==> src/source/rx_defines.svh <==
`ifndef RX_DEFINES_SVH
`define RX_DEFINES_SVH

// sample path
`define IQ_W        16
`define LLR_W       8
`define PHASE_W     20

// register access
`define AXI_ADDR_W  16
`define OFFSET_W    14
`define REG_W       32

// llr store entries, keep a power of two
`define LLR_DEPTH   16

`define N_ID_W      10

// identity word returned at CELL_ID
`define RX_ID_VALUE 32'h4E52_5358

`endif

==> src/source/rx_pkg.sv <==
`include "rx_defines.svh"

package rx_pkg;

    // q in the upper half, i in the lower half
    typedef struct packed {
        logic [`IQ_W-1:0] q;
        logic [`IQ_W-1:0] i;
    } iq_t;

    typedef union packed {
        logic [2*`IQ_W-1:0] raw;
        iq_t                iq;
    } sample_u;

    typedef struct packed {
        logic              last;
        logic [`LLR_W-1:0] llr;
    } llr_entry_t;

    typedef logic signed [`PHASE_W-1:0] phase_t;
    typedef logic [`N_ID_W-1:0] n_id_t;
    typedef logic [1:0] n_id_2_t;

endpackage

==> src/source/reg_pkg.sv <==
`include "rx_defines.svh"

package reg_pkg;

    // address bits 15:14
    typedef enum logic [1:0] {
        BLK_LLR  = 2'd0,
        BLK_CFO  = 2'd1,
        BLK_CELL = 2'd2,
        BLK_NONE = 2'd3
    } blk_sel_e;

    typedef struct packed {
        blk_sel_e              blk;
        logic [`OFFSET_W-1:0] offset;
    } reg_addr_t;

    // register word index inside a block, byte offset is index * 4
    typedef enum logic [1:0] {LLR_DATA, LLR_LEVEL, LLR_CLEAR} llr_reg_e;
    typedef enum logic {CFO_MODE, CFO_PHASE} cfo_reg_e;
    typedef enum logic [2:0] {CELL_ID, CELL_SAMPLE, CELL_NID2, CELL_NID, CELL_COUNT} cell_reg_e;

endpackage

==> src/source/reg_bus_if.sv <==
`timescale 1ns/1ps
`include "rx_defines.svh"

interface reg_bus_if #(
    parameter int ADDR_W = `OFFSET_W
);
    logic [ADDR_W-1:0] addr;
    logic [`REG_W-1:0] wdata;
    logic              we;
    logic              re;
    // registered by the peer, valid the cycle after re
    logic [`REG_W-1:0] rdata;

    modport master (output addr, output wdata, output we, output re, input rdata);
    modport peer (input addr, input wdata, input we, input re, output rdata);

endinterface

==> src/source/axil_reg_bridge.sv <==
`timescale 1ns/1ps
`include "rx_defines.svh"

module axil_reg_bridge (
    input  logic                   clk_i,
    input  logic                   reset_ni,

    input  logic [`AXI_ADDR_W-1:0] s_axil_awaddr_i,
    input  logic                   s_axil_awvalid_i,
    output logic                   s_axil_awready_o,
    input  logic [`REG_W-1:0]      s_axil_wdata_i,
    input  logic                   s_axil_wvalid_i,
    output logic                   s_axil_wready_o,
    output logic                   s_axil_bvalid_o,
    input  logic                   s_axil_bready_i,
    input  logic [`AXI_ADDR_W-1:0] s_axil_araddr_i,
    input  logic                   s_axil_arvalid_i,
    output logic                   s_axil_arready_o,
    output logic [`REG_W-1:0]      s_axil_rdata_o,
    output logic                   s_axil_rvalid_o,
    input  logic                   s_axil_rready_i,

    reg_bus_if.master              bus_o
);

    logic              wr_go_q;
    logic              rd_go_q;
    logic              rd_wait_q;
    logic              bvalid_q;
    logic              rvalid_q;
    logic [`REG_W-1:0] rdata_q;
    logic              wr_start;
    logic              rd_start;

    // writes win when both channels ask in the same cycle
    assign wr_start = s_axil_awvalid_i && s_axil_wvalid_i && !bvalid_q && !wr_go_q;
    assign rd_start = s_axil_arvalid_i && !rvalid_q && !rd_go_q && !rd_wait_q && !wr_start;

    always_ff @(posedge clk_i) begin
        if (!reset_ni) begin
            wr_go_q   <= 1'b0;
            rd_go_q   <= 1'b0;
            rd_wait_q <= 1'b0;
            bvalid_q  <= 1'b0;
            rvalid_q  <= 1'b0;
        end else begin
            wr_go_q   <= wr_start;
            rd_go_q   <= rd_start;
            rd_wait_q <= rd_go_q;
            if (wr_go_q) begin
                bvalid_q <= 1'b1;
            end else if (s_axil_bready_i) begin
                bvalid_q <= 1'b0;
            end
            if (rd_wait_q) begin
                rvalid_q <= 1'b1;
            end else if (s_axil_rready_i) begin
                rvalid_q <= 1'b0;
            end
        end
    end

    // peer data is on the bus one cycle after re
    always_ff @(posedge clk_i) begin
        if (rd_wait_q) begin
            rdata_q <= bus_o.rdata;
        end
    end

    // full address goes down, block bits included
    assign bus_o.addr  = wr_go_q ? s_axil_awaddr_i : s_axil_araddr_i;
    assign bus_o.wdata = s_axil_wdata_i;
    assign bus_o.we    = wr_go_q;
    assign bus_o.re    = rd_go_q;

    assign s_axil_awready_o = wr_go_q;
    assign s_axil_wready_o  = wr_go_q;
    assign s_axil_bvalid_o  = bvalid_q;
    assign s_axil_arready_o = rd_go_q;
    assign s_axil_rdata_o   = rdata_q;
    assign s_axil_rvalid_o  = rvalid_q;

endmodule

==> src/source/reg_decoder.sv <==
`timescale 1ns/1ps

module reg_decoder (
    input  logic      clk_i,
    input  logic      reset_ni,
    reg_bus_if.peer   host_i,
    reg_bus_if.master llr_o,
    reg_bus_if.master cfo_o,
    reg_bus_if.master cell_o
);

    reg_pkg::reg_addr_t host_addr;
    reg_pkg::blk_sel_e  rd_sel_q;

    assign host_addr = host_i.addr;

    // remember which block the read went to
    always_ff @(posedge clk_i) begin
        if (!reset_ni) begin
            rd_sel_q <= reg_pkg::BLK_NONE;
        end else if (host_i.re) begin
            rd_sel_q <= host_addr.blk;
        end
    end

    // ------------------------------------------------------------------------
    // strobes to the selected peer only
    assign llr_o.addr   = host_addr.offset;
    assign llr_o.wdata  = host_i.wdata;
    assign llr_o.we     = host_i.we && (host_addr.blk == reg_pkg::BLK_LLR);
    assign llr_o.re     = host_i.re && (host_addr.blk == reg_pkg::BLK_LLR);

    assign cfo_o.addr   = host_addr.offset;
    assign cfo_o.wdata  = host_i.wdata;
    assign cfo_o.we     = host_i.we && (host_addr.blk == reg_pkg::BLK_CFO);
    assign cfo_o.re     = host_i.re && (host_addr.blk == reg_pkg::BLK_CFO);

    assign cell_o.addr  = host_addr.offset;
    assign cell_o.wdata = host_i.wdata;
    assign cell_o.we    = host_i.we && (host_addr.blk == reg_pkg::BLK_CELL);
    assign cell_o.re    = host_i.re && (host_addr.blk == reg_pkg::BLK_CELL);

    // ------------------------------------------------------------------------
    always_comb begin
        case (rd_sel_q)
            reg_pkg::BLK_LLR:  host_i.rdata = llr_o.rdata;
            reg_pkg::BLK_CFO:  host_i.rdata = cfo_o.rdata;
            reg_pkg::BLK_CELL: host_i.rdata = cell_o.rdata;
            default:           host_i.rdata = '0;
        endcase
    end

endmodule

==> src/source/cfo_phase_tracker.sv <==
`timescale 1ns/1ps
`include "rx_defines.svh"

module cfo_phase_tracker (
    input  logic           clk_i,
    input  logic           reset_ni,
    reg_bus_if.peer        bus_i,
    input  logic           sample_valid_i,
    input  rx_pkg::phase_t cfo_inc_i,
    input  logic           cfo_valid_i,
    output rx_pkg::phase_t phase_o
);

    reg_pkg::cfo_reg_e reg_sel;
    logic              manual_q;
    rx_pkg::phase_t    inc_acc_q;
    rx_pkg::phase_t    phase_q;

    assign reg_sel = reg_pkg::cfo_reg_e'(bus_i.addr[2]);

    always_ff @(posedge clk_i) begin
        if (!reset_ni) begin
            manual_q  <= 1'b0;
            inc_acc_q <= '0;
            phase_q   <= '0;
        end else begin
            if (bus_i.we && reg_sel == reg_pkg::CFO_MODE) begin
                manual_q <= bus_i.wdata[0];
            end
            if (manual_q) begin
                inc_acc_q <= '0;
                phase_q   <= '0;
            end else begin
                // increments are relative to the previous estimate
                if (cfo_valid_i) begin
                    inc_acc_q <= inc_acc_q - cfo_inc_i;
                end
                if (sample_valid_i) begin
                    phase_q <= phase_q + inc_acc_q;
                end
            end
        end
    end

    always_ff @(posedge clk_i) begin
        if (bus_i.re) begin
            case (reg_sel)
                reg_pkg::CFO_MODE: bus_i.rdata <= {{(`REG_W-1){1'b0}}, manual_q};
                default:           bus_i.rdata <= {{(`REG_W-`PHASE_W){phase_q[`PHASE_W-1]}}, phase_q};
            endcase
        end
    end

    assign phase_o = phase_q;

endmodule

==> src/source/cell_id_regs.sv <==
`timescale 1ns/1ps
`include "rx_defines.svh"

module cell_id_regs (
    input  logic            clk_i,
    input  logic            reset_ni,
    reg_bus_if.peer         bus_i,
    input  rx_pkg::sample_u sample_i,
    input  logic            sample_valid_i,
    input  rx_pkg::n_id_2_t n_id_2_i,
    input  logic            n_id_2_valid_i,
    input  rx_pkg::n_id_t   n_id_i,
    input  logic            n_id_valid_i
);

    reg_pkg::cell_reg_e reg_sel;
    logic [`REG_W-1:0]  count_q;
    rx_pkg::sample_u    sample_q;
    rx_pkg::n_id_2_t    n_id_2_q;
    rx_pkg::n_id_t      n_id_q;

    assign reg_sel = reg_pkg::cell_reg_e'(bus_i.addr[4:2]);

    always_ff @(posedge clk_i) begin
        if (!reset_ni) begin
            count_q  <= '0;
            n_id_2_q <= '0;
            n_id_q   <= '0;
        end else begin
            if (sample_valid_i) begin
                count_q <= count_q + 1'b1;
            end
            if (n_id_2_valid_i) begin
                n_id_2_q <= n_id_2_i;
            end
            if (n_id_valid_i) begin
                n_id_q <= n_id_i;
            end
        end
    end

    // last sample seen
    always_ff @(posedge clk_i) begin
        if (sample_valid_i) begin
            sample_q.raw <= sample_i.raw;
        end
    end

    // read only block
    always_ff @(posedge clk_i) begin
        if (bus_i.re) begin
            case (reg_sel)
                reg_pkg::CELL_ID:     bus_i.rdata <= `RX_ID_VALUE;
                reg_pkg::CELL_SAMPLE: bus_i.rdata <= sample_q.raw;
                reg_pkg::CELL_NID2:   bus_i.rdata <= `REG_W'(n_id_2_q);
                reg_pkg::CELL_NID:    bus_i.rdata <= `REG_W'(n_id_q);
                reg_pkg::CELL_COUNT:  bus_i.rdata <= count_q;
                default:              bus_i.rdata <= '0;
            endcase
        end
    end

endmodule

==> src/source/llr_store.sv <==
`timescale 1ns/1ps
`include "rx_defines.svh"

module llr_store (
    input  logic              clk_i,
    input  logic              reset_ni,
    reg_bus_if.peer           bus_i,
    input  logic [`LLR_W-1:0] llr_data_i,
    input  logic [1:0]        llr_user_i,
    input  logic              llr_last_i,
    input  logic              llr_valid_i
);

    localparam int PTR_W = $clog2(`LLR_DEPTH);

    rx_pkg::llr_entry_t mem [`LLR_DEPTH];
    reg_pkg::llr_reg_e  reg_sel;
    logic [PTR_W-1:0]   wr_ptr_q;
    logic [PTR_W-1:0]   rd_ptr_q;
    logic [PTR_W:0]     level_q;
    logic               empty;
    logic               full;
    logic               push;
    logic               pop;
    logic               clear;

    assign reg_sel = reg_pkg::llr_reg_e'(bus_i.addr[3:2]);
    assign empty   = (level_q == '0);
    assign full    = (level_q == (PTR_W+1)'(`LLR_DEPTH));

    // pbch bits only, user code 1
    assign push  = llr_valid_i && (llr_user_i == 2'd1) && !full;
    assign pop   = bus_i.re && (reg_sel == reg_pkg::LLR_DATA) && !empty;
    assign clear = bus_i.we && (reg_sel == reg_pkg::LLR_CLEAR);

    // ------------------------------------------------------------------------
    always_ff @(posedge clk_i) begin
        if (!reset_ni || clear) begin
            wr_ptr_q <= '0;
            rd_ptr_q <= '0;
            level_q  <= '0;
        end else begin
            if (push) begin
                wr_ptr_q <= wr_ptr_q + 1'b1;
            end
            if (pop) begin
                rd_ptr_q <= rd_ptr_q + 1'b1;
            end
            case ({push, pop})
                2'b10:   level_q <= level_q + 1'b1;
                2'b01:   level_q <= level_q - 1'b1;
                default: level_q <= level_q;
            endcase
        end
    end

    always_ff @(posedge clk_i) begin
        if (push && !clear) begin
            mem[wr_ptr_q] <= '{last: llr_last_i, llr: llr_data_i};
        end
    end

    // ------------------------------------------------------------------------
    always_ff @(posedge clk_i) begin
        if (bus_i.re) begin
            case (reg_sel)
                reg_pkg::LLR_DATA:  bus_i.rdata <= empty ? '0 : `REG_W'(mem[rd_ptr_q]);
                reg_pkg::LLR_LEVEL: bus_i.rdata <= `REG_W'(level_q);
                default:            bus_i.rdata <= '0;
            endcase
        end
    end

endmodule

==> src/source/receiver_top.sv <==
`timescale 1ns/1ps
`include "rx_defines.svh"

module receiver_top (
    input  logic                   clk_i,
    input  logic                   reset_ni,

    input  logic [`IQ_W-1:0]       sample_i_i,
    input  logic [`IQ_W-1:0]       sample_q_i,
    input  logic                   sample_valid_i,
    input  rx_pkg::phase_t         cfo_inc_i,
    input  logic                   cfo_valid_i,
    input  rx_pkg::n_id_2_t        n_id_2_i,
    input  logic                   n_id_2_valid_i,
    input  rx_pkg::n_id_t          n_id_i,
    input  logic                   n_id_valid_i,
    input  logic [`LLR_W-1:0]      llr_data_i,
    input  logic [1:0]             llr_user_i,
    input  logic                   llr_last_i,
    input  logic                   llr_valid_i,

    // axi-lite slave
    input  logic [`AXI_ADDR_W-1:0] s_axil_awaddr_i,
    input  logic                   s_axil_awvalid_i,
    output logic                   s_axil_awready_o,
    input  logic [`REG_W-1:0]      s_axil_wdata_i,
    input  logic                   s_axil_wvalid_i,
    output logic                   s_axil_wready_o,
    output logic                   s_axil_bvalid_o,
    input  logic                   s_axil_bready_i,
    input  logic [`AXI_ADDR_W-1:0] s_axil_araddr_i,
    input  logic                   s_axil_arvalid_i,
    output logic                   s_axil_arready_o,
    output logic [`REG_W-1:0]      s_axil_rdata_o,
    output logic                   s_axil_rvalid_o,
    input  logic                   s_axil_rready_i,

    output rx_pkg::phase_t         cfo_phase_o
);

    rx_pkg::sample_u sample;

    reg_bus_if #(.ADDR_W(`AXI_ADDR_W)) host_bus ();
    reg_bus_if llr_bus ();
    reg_bus_if cfo_bus ();
    reg_bus_if cell_bus ();

    assign sample.iq = '{q: sample_q_i, i: sample_i_i};

    axil_reg_bridge bridge_i (
        .clk_i(clk_i),
        .reset_ni(reset_ni),
        .s_axil_awaddr_i(s_axil_awaddr_i),
        .s_axil_awvalid_i(s_axil_awvalid_i),
        .s_axil_awready_o(s_axil_awready_o),
        .s_axil_wdata_i(s_axil_wdata_i),
        .s_axil_wvalid_i(s_axil_wvalid_i),
        .s_axil_wready_o(s_axil_wready_o),
        .s_axil_bvalid_o(s_axil_bvalid_o),
        .s_axil_bready_i(s_axil_bready_i),
        .s_axil_araddr_i(s_axil_araddr_i),
        .s_axil_arvalid_i(s_axil_arvalid_i),
        .s_axil_arready_o(s_axil_arready_o),
        .s_axil_rdata_o(s_axil_rdata_o),
        .s_axil_rvalid_o(s_axil_rvalid_o),
        .s_axil_rready_i(s_axil_rready_i),
        .bus_o(host_bus)
    );

    reg_decoder decoder_i (
        .clk_i(clk_i),
        .reset_ni(reset_ni),
        .host_i(host_bus),
        .llr_o(llr_bus),
        .cfo_o(cfo_bus),
        .cell_o(cell_bus)
    );

    cfo_phase_tracker cfo_i (
        .clk_i(clk_i),
        .reset_ni(reset_ni),
        .bus_i(cfo_bus),
        .sample_valid_i(sample_valid_i),
        .cfo_inc_i(cfo_inc_i),
        .cfo_valid_i(cfo_valid_i),
        .phase_o(cfo_phase_o)
    );

    cell_id_regs cell_i (
        .clk_i(clk_i),
        .reset_ni(reset_ni),
        .bus_i(cell_bus),
        .sample_i(sample),
        .sample_valid_i(sample_valid_i),
        .n_id_2_i(n_id_2_i),
        .n_id_2_valid_i(n_id_2_valid_i),
        .n_id_i(n_id_i),
        .n_id_valid_i(n_id_valid_i)
    );

    llr_store llr_i (
        .clk_i(clk_i),
        .reset_ni(reset_ni),
        .bus_i(llr_bus),
        .llr_data_i(llr_data_i),
        .llr_user_i(llr_user_i),
        .llr_last_i(llr_last_i),
        .llr_valid_i(llr_valid_i)
    );

endmodule

==> config.mk <==
export PLATFORM = sky130hd
export DESIGN_NAME = receiver_top
export DESIGN_NICKNAME = d
export VERILOG_FILES = /design/src/source/rx_pkg.sv /design/src/source/reg_pkg.sv /design/src/source/reg_bus_if.sv /design/src/source/axil_reg_bridge.sv /design/src/source/reg_decoder.sv /design/src/source/cfo_phase_tracker.sv /design/src/source/cell_id_regs.sv /design/src/source/llr_store.sv /design/src/source/receiver_top.sv
export VERILOG_INCLUDE_DIRS = /design/src /design/src/source
export SDC_FILE = /design/constraint.sdc
export NUM_CORES = 1
export LEC_CHECK = 0
export BUFFER_PORTS_ARGS = -buffer_cell sky130_fd_sc_hd__buf_2
export CAP_MARGIN = 10
export CORE_MARGIN = 1.5
export CORE_UTILIZATION = 43
export CTS_BUF_LIST = sky130_fd_sc_hd__clkbuf_4
export DETAILED_ROUTE_END_ITERATION = 6
export PLACE_DENSITY = 0.68
export SLEW_MARGIN = 5
export SYNTH_ARGS = -nofsm -noshare
export SYNTH_HDL_FRONTEND = slang
export SYNTH_SLANG_ARGS = --single-unit
==> constraint.sdc <==
create_clock -name clk_i -period 2.9 [get_ports clk_i]
set_clock_uncertainty 0.1 [all_clocks]
set_input_delay 0.435 -clock clk_i [delete_from_list [all_inputs] [get_ports clk_i]]
set_output_delay 0.435 -clock clk_i [all_outputs]
set_load 0.005 [all_outputs]
==> metrics <==
outcome=completed; post-route ant nets=0; Slew @ Worst Pin=1.08 ns; IO Count=208; Post-Syn Area=17000 µm²; min-delay src=n_id_valid_i; PD cells=592 nW/µm²; CP max FO=9; CTS Buffer Depth=3; worst r2r src=llr_i.level_q[0]$_SDFFE_PP0P_; DRC viols=0; DIE WIDTH=202 µm; Die ar.=40800 µm²; Critical Path AT=3.07 ns; number of synthesized register bits=378; max cap viols=0; crit path time final=2.86 ns; Core Box Area=38800 µm²; Area growth, synth to finish=20.6%; final worst slack=0.0357 ns; Util after Layout=52.9%; filler instances=3294; vias in the first global route=11700; final hold violation count=0; Final HPWL DP=26200 µm; EDFF count, synth=269; final setup vio count=0; Clock Power Share=38.6%; async set-reset flop share out of synthesis=0%; syn nets=1516; Max Slew Vio Count=0; worst skew pair latency=0.73 ns; worst path cell trace=or4_4 -> nor2_1 -> nor3_1 -> inv_1 -> a21oi_1 -> buf_4 -> nand2_1 -> nor2_1; Mapped Cells=1314; DIE HEIGHT=202 µm; fmax=349 MHz; CTS buffer count=96; Final Cycle Share=98.8%; largest net degree at the start of global routing=54; min-delay worst type=in -> reg; I/O Buffers=154; sequential share of the synthesized area=60.3%; endpoint class of the critical path=flip-flop; met3 WL post-DR=2040 µm; Reg2Reg Setup Slack=0.04 ns; Post-Synth Simple-Gate Area=11.2%; mux contribution to synthesized area=9.13%; row cnt=72; global-route wire length before repair=62000 µm; wire per inst=17.8 µm; cell internal pwr=9170 µW; # clock sinks=378; Leakage=0.00813 µW; Setup CP Type=reg -> reg; top cells by area, synth=edfxtp_1 (47%), dfxtp_1 (13%), mux4_2 (3.7%); WHS Endpoint=cell_i.n_id_q[2]$_SDFFE_PN0P_; gr ovfl total=0; YS warnings=0; share of layout cells above drive strength 1=24.5%; H-Tree Depth=3; drt via density=5.29; Iter 0 DRT Violations=748; post-synth cell types=69; Routed WL=39500 µm; Max Used Layer=met4; clock slew at reported path FFs=0.07 ns; largest family of logic cells by synthesized area=simple AND/OR/NAND/NOR gates; Slew HR=27.9%; GPL Wtd Cong=0.843; delay-heaviest family, CP=simple AND/OR/NAND/NOR gates; adder-cell share of the synthesized area=3.88%; RSZ-0062 raised after global routing=true; Root Buffer=clkbuf_4; cell count of the worst reg-to-reg path=8; Layout Nets=1817; largest stage delay on the critical path=0.83 ns; vias=11700; largest area contributor in the netlist=edfxtp_1; crit path buf inv count=2; gr usage total=19.4%; ys flop type=edfxtp_1; VDD IR max=0.404 mV; CTS tree=done; Hold Path Stages=3; Worst Setup Start Kind=flip-flop; Seq pwr share=50.1%; Sw Ratio=24.6%; XOR/XNOR Fraction of Synth Area=3.03%; CP most frequent cell=nor2_1; P_sw=2990 µW; Reg2Reg Capture Point=llr_i.mem[14][5]$_DFFE_PP_; slowest CP cell=nor2_1; dpl ws=-0.268 ns; data required time at the worst endpoint=3.10 ns; Synth top area share=47.4%; metal2 WL=19600 µm; Synth Area in Compound Gates=9.79%; drt pass-1 iters=5; initial antenna violation count=1; initial cell density of the core=43.9%; Post-Route M1 WL=17000 µm; Avg Cell Area, Syn=13.0 µm²; Gate power share=11.3%
power groups by stage:
| stage | combinational [µW] | clock, µW | sequential, µW |
|---|---|---|---|
| floorplan | 882 | 0 | 6160 |
| global placement | 1260 | 0 | 6210 |
| detailed placement | 1280 | 0 | 6210 |
| CTS | 1360 | 4810 | 6100 |
| global route | 1520 | 5090 | 6110 |
| finish | 1370 | 4700 | 6090 |
metrics by stage:
step           total power [µW]  hold slack, ns  area (µm²)  instances  setup TNS (ns)
4_1_cts                   12300          0.0248       20500       2208          -0.544
6_report                  12200          0.0899       20500       2211               0
3_5_place_dp               7500           0.397       18500       1967          -20.74
3_3_place_gp               7470           0.395       18500       1967           -9.48
2_1_floorplan              7040           0.354       17000       1314               0
5_1_grt                   12700          0.0627       20500       2211           -4.57
worst register-to-register path, stage by stage (launching register included):
cell     delay, ns
dfxtp_1       0.33
or4_4         0.14
nor2_1        0.05
nor3_1        0.40
inv_1         0.16
a21oi_1       0.18
buf_4         0.15
nand2_1       0.10
nor2_1        0.83
state kept, by name, summed over array words and instances (netlist names), 4 cells and up, named ones only:
signal                   flops
llr_i.mem                  144
bridge_i.s_axil_rdata_o     32
cell_i.bus_i.rdata          32
cell_i.count_q              32
cell_i.sample_q             32
cfo_i.bus_i.rdata           20
cfo_i.inc_acc_q             20
cfo_i.phase_o               20
cell_i.n_id_q               10
llr_i.bus_i.rdata            9
llr_i.level_q                5
llr_i.rd_ptr_q               4
llr_i.wr_ptr_q               4
layer usage:
| layer | vias up | track usage (%) |
|---|---|---|
| met4 | 0 | 6.77 |
| met1 | 5715 | 24.8 |
| li1 | 5587 | - |
| met5 | - | 0 |
| met2 | 332 | 32.9 |
| met3 | 59 | 3.68 |
synth_stat cells (15+ instances only):
cell	instances
ha_1	48
nand3_1	33
xnor2_1	37
inv_1	38
nor2_1	90
mux4_1	17
o21ai_0	56
a21o_1	39
and2_1	55
edfxtp_1	269
clkbuf_1	43
xor2_1	22
nand2_1	81
nor3_1	21
dfxtp_1	109
a21oi_1	63
a22oi_1	15
mux4_2	28
mux2i_1	45
nor2b_1	28
worst max-delay path by stage:
stage	from	end	slack [ns]	cells past startpoint
floorplan	s_axil_araddr_i[2]	llr_i.level_q[4]$_SDFFE_PP0P_	0.006	14
global placement	llr_valid_i	llr_i.mem[9][6]$_DFFE_PP_	-0.14	8
detailed placement	llr_valid_i	llr_i.mem[9][6]$_DFFE_PP_	-0.27	8
CTS	llr_i.level_q[3]$_SDFFE_PP0P_	llr_i.mem[6][1]$_DFFE_PP_	-0.05	8
global route	llr_i.level_q[2]$_SDFFE_PP0P_	llr_i.mem[6][1]$_DFFE_PP_	-0.21	8
finish	llr_i.level_q[0]$_SDFFE_PP0P_	llr_i.mem[14][5]$_DFFE_PP_	0.04	8
repair_timing:
| action | in CTS | in global routing |
|---|---|---|
| resized for setup | 9 | 5 |
| endpoints found under the hold margin | 199 | 0 |
| buffers inserted | 0 | 1 |
| hold buffers | 67 | 0 |
| endpoints found under the setup margin | 108 | 30 |
| pin swaps | 0 | 1 |
layout make-up:
cell class / count / area [µm²] / area share, %
inverter: 38 / 143 / 0.694
clock inverter: 25 / 179 / 0.871
antenna: 2 / 5.00 / 0.0244
tap: 518 / 648 / 3.16
timing repair buffer: 266 / 1790 / 8.72
clock buffer: 149 / 1120 / 5.45
multi-input combinational: 835 / 6390 / 31.1
sequential: 378 / 10300 / 50.0
logic make-up (layout without fill, tap and decap cells):
logic type | count (synthesis) | after routing
buffers and inverters | 101 | 478
xor gates and xnor gates | 59 | 59
muxes | 92 | 92
DFF | 378 | 378
and+or+nand+nor | 377 | 377
other | 0 | 2
adders and majority gates | 51 | 51
AOI/OAI and AO/OA | 256 | 256
placed cells by master (no fill, tap or decap), types with 6 or more instances in the layout:
cell / count
ha_1: 47
edfxtp_1: 269
nand2b_1: 13
nand3_1: 33
inv_1: 38
buf_4: 44
and2_1: 55
dlygate4sd3_1: 67
mux4_1: 17
a22oi_1: 15
dfxtp_1: 107
a21oi_1: 63
o21ai_0: 56
and3_1: 10
mux4_2: 28
nand2_1: 81
a22o_1: 10
nor2_1: 81
nor2_2: 9
xor2_1: 22
buf_2: 154
o21a_1: 11
a211oi_1: 7
o22ai_1: 7
nand4_1: 14
nor2b_1: 26
and4_1: 6
clkbuf_4: 149
nor3_1: 21
mux2i_1: 44
clkinv_1: 18
a21o_1: 39
or3_1: 11
xnor2_1: 37
Note: power is estimated with default switching activity, not from simulation.
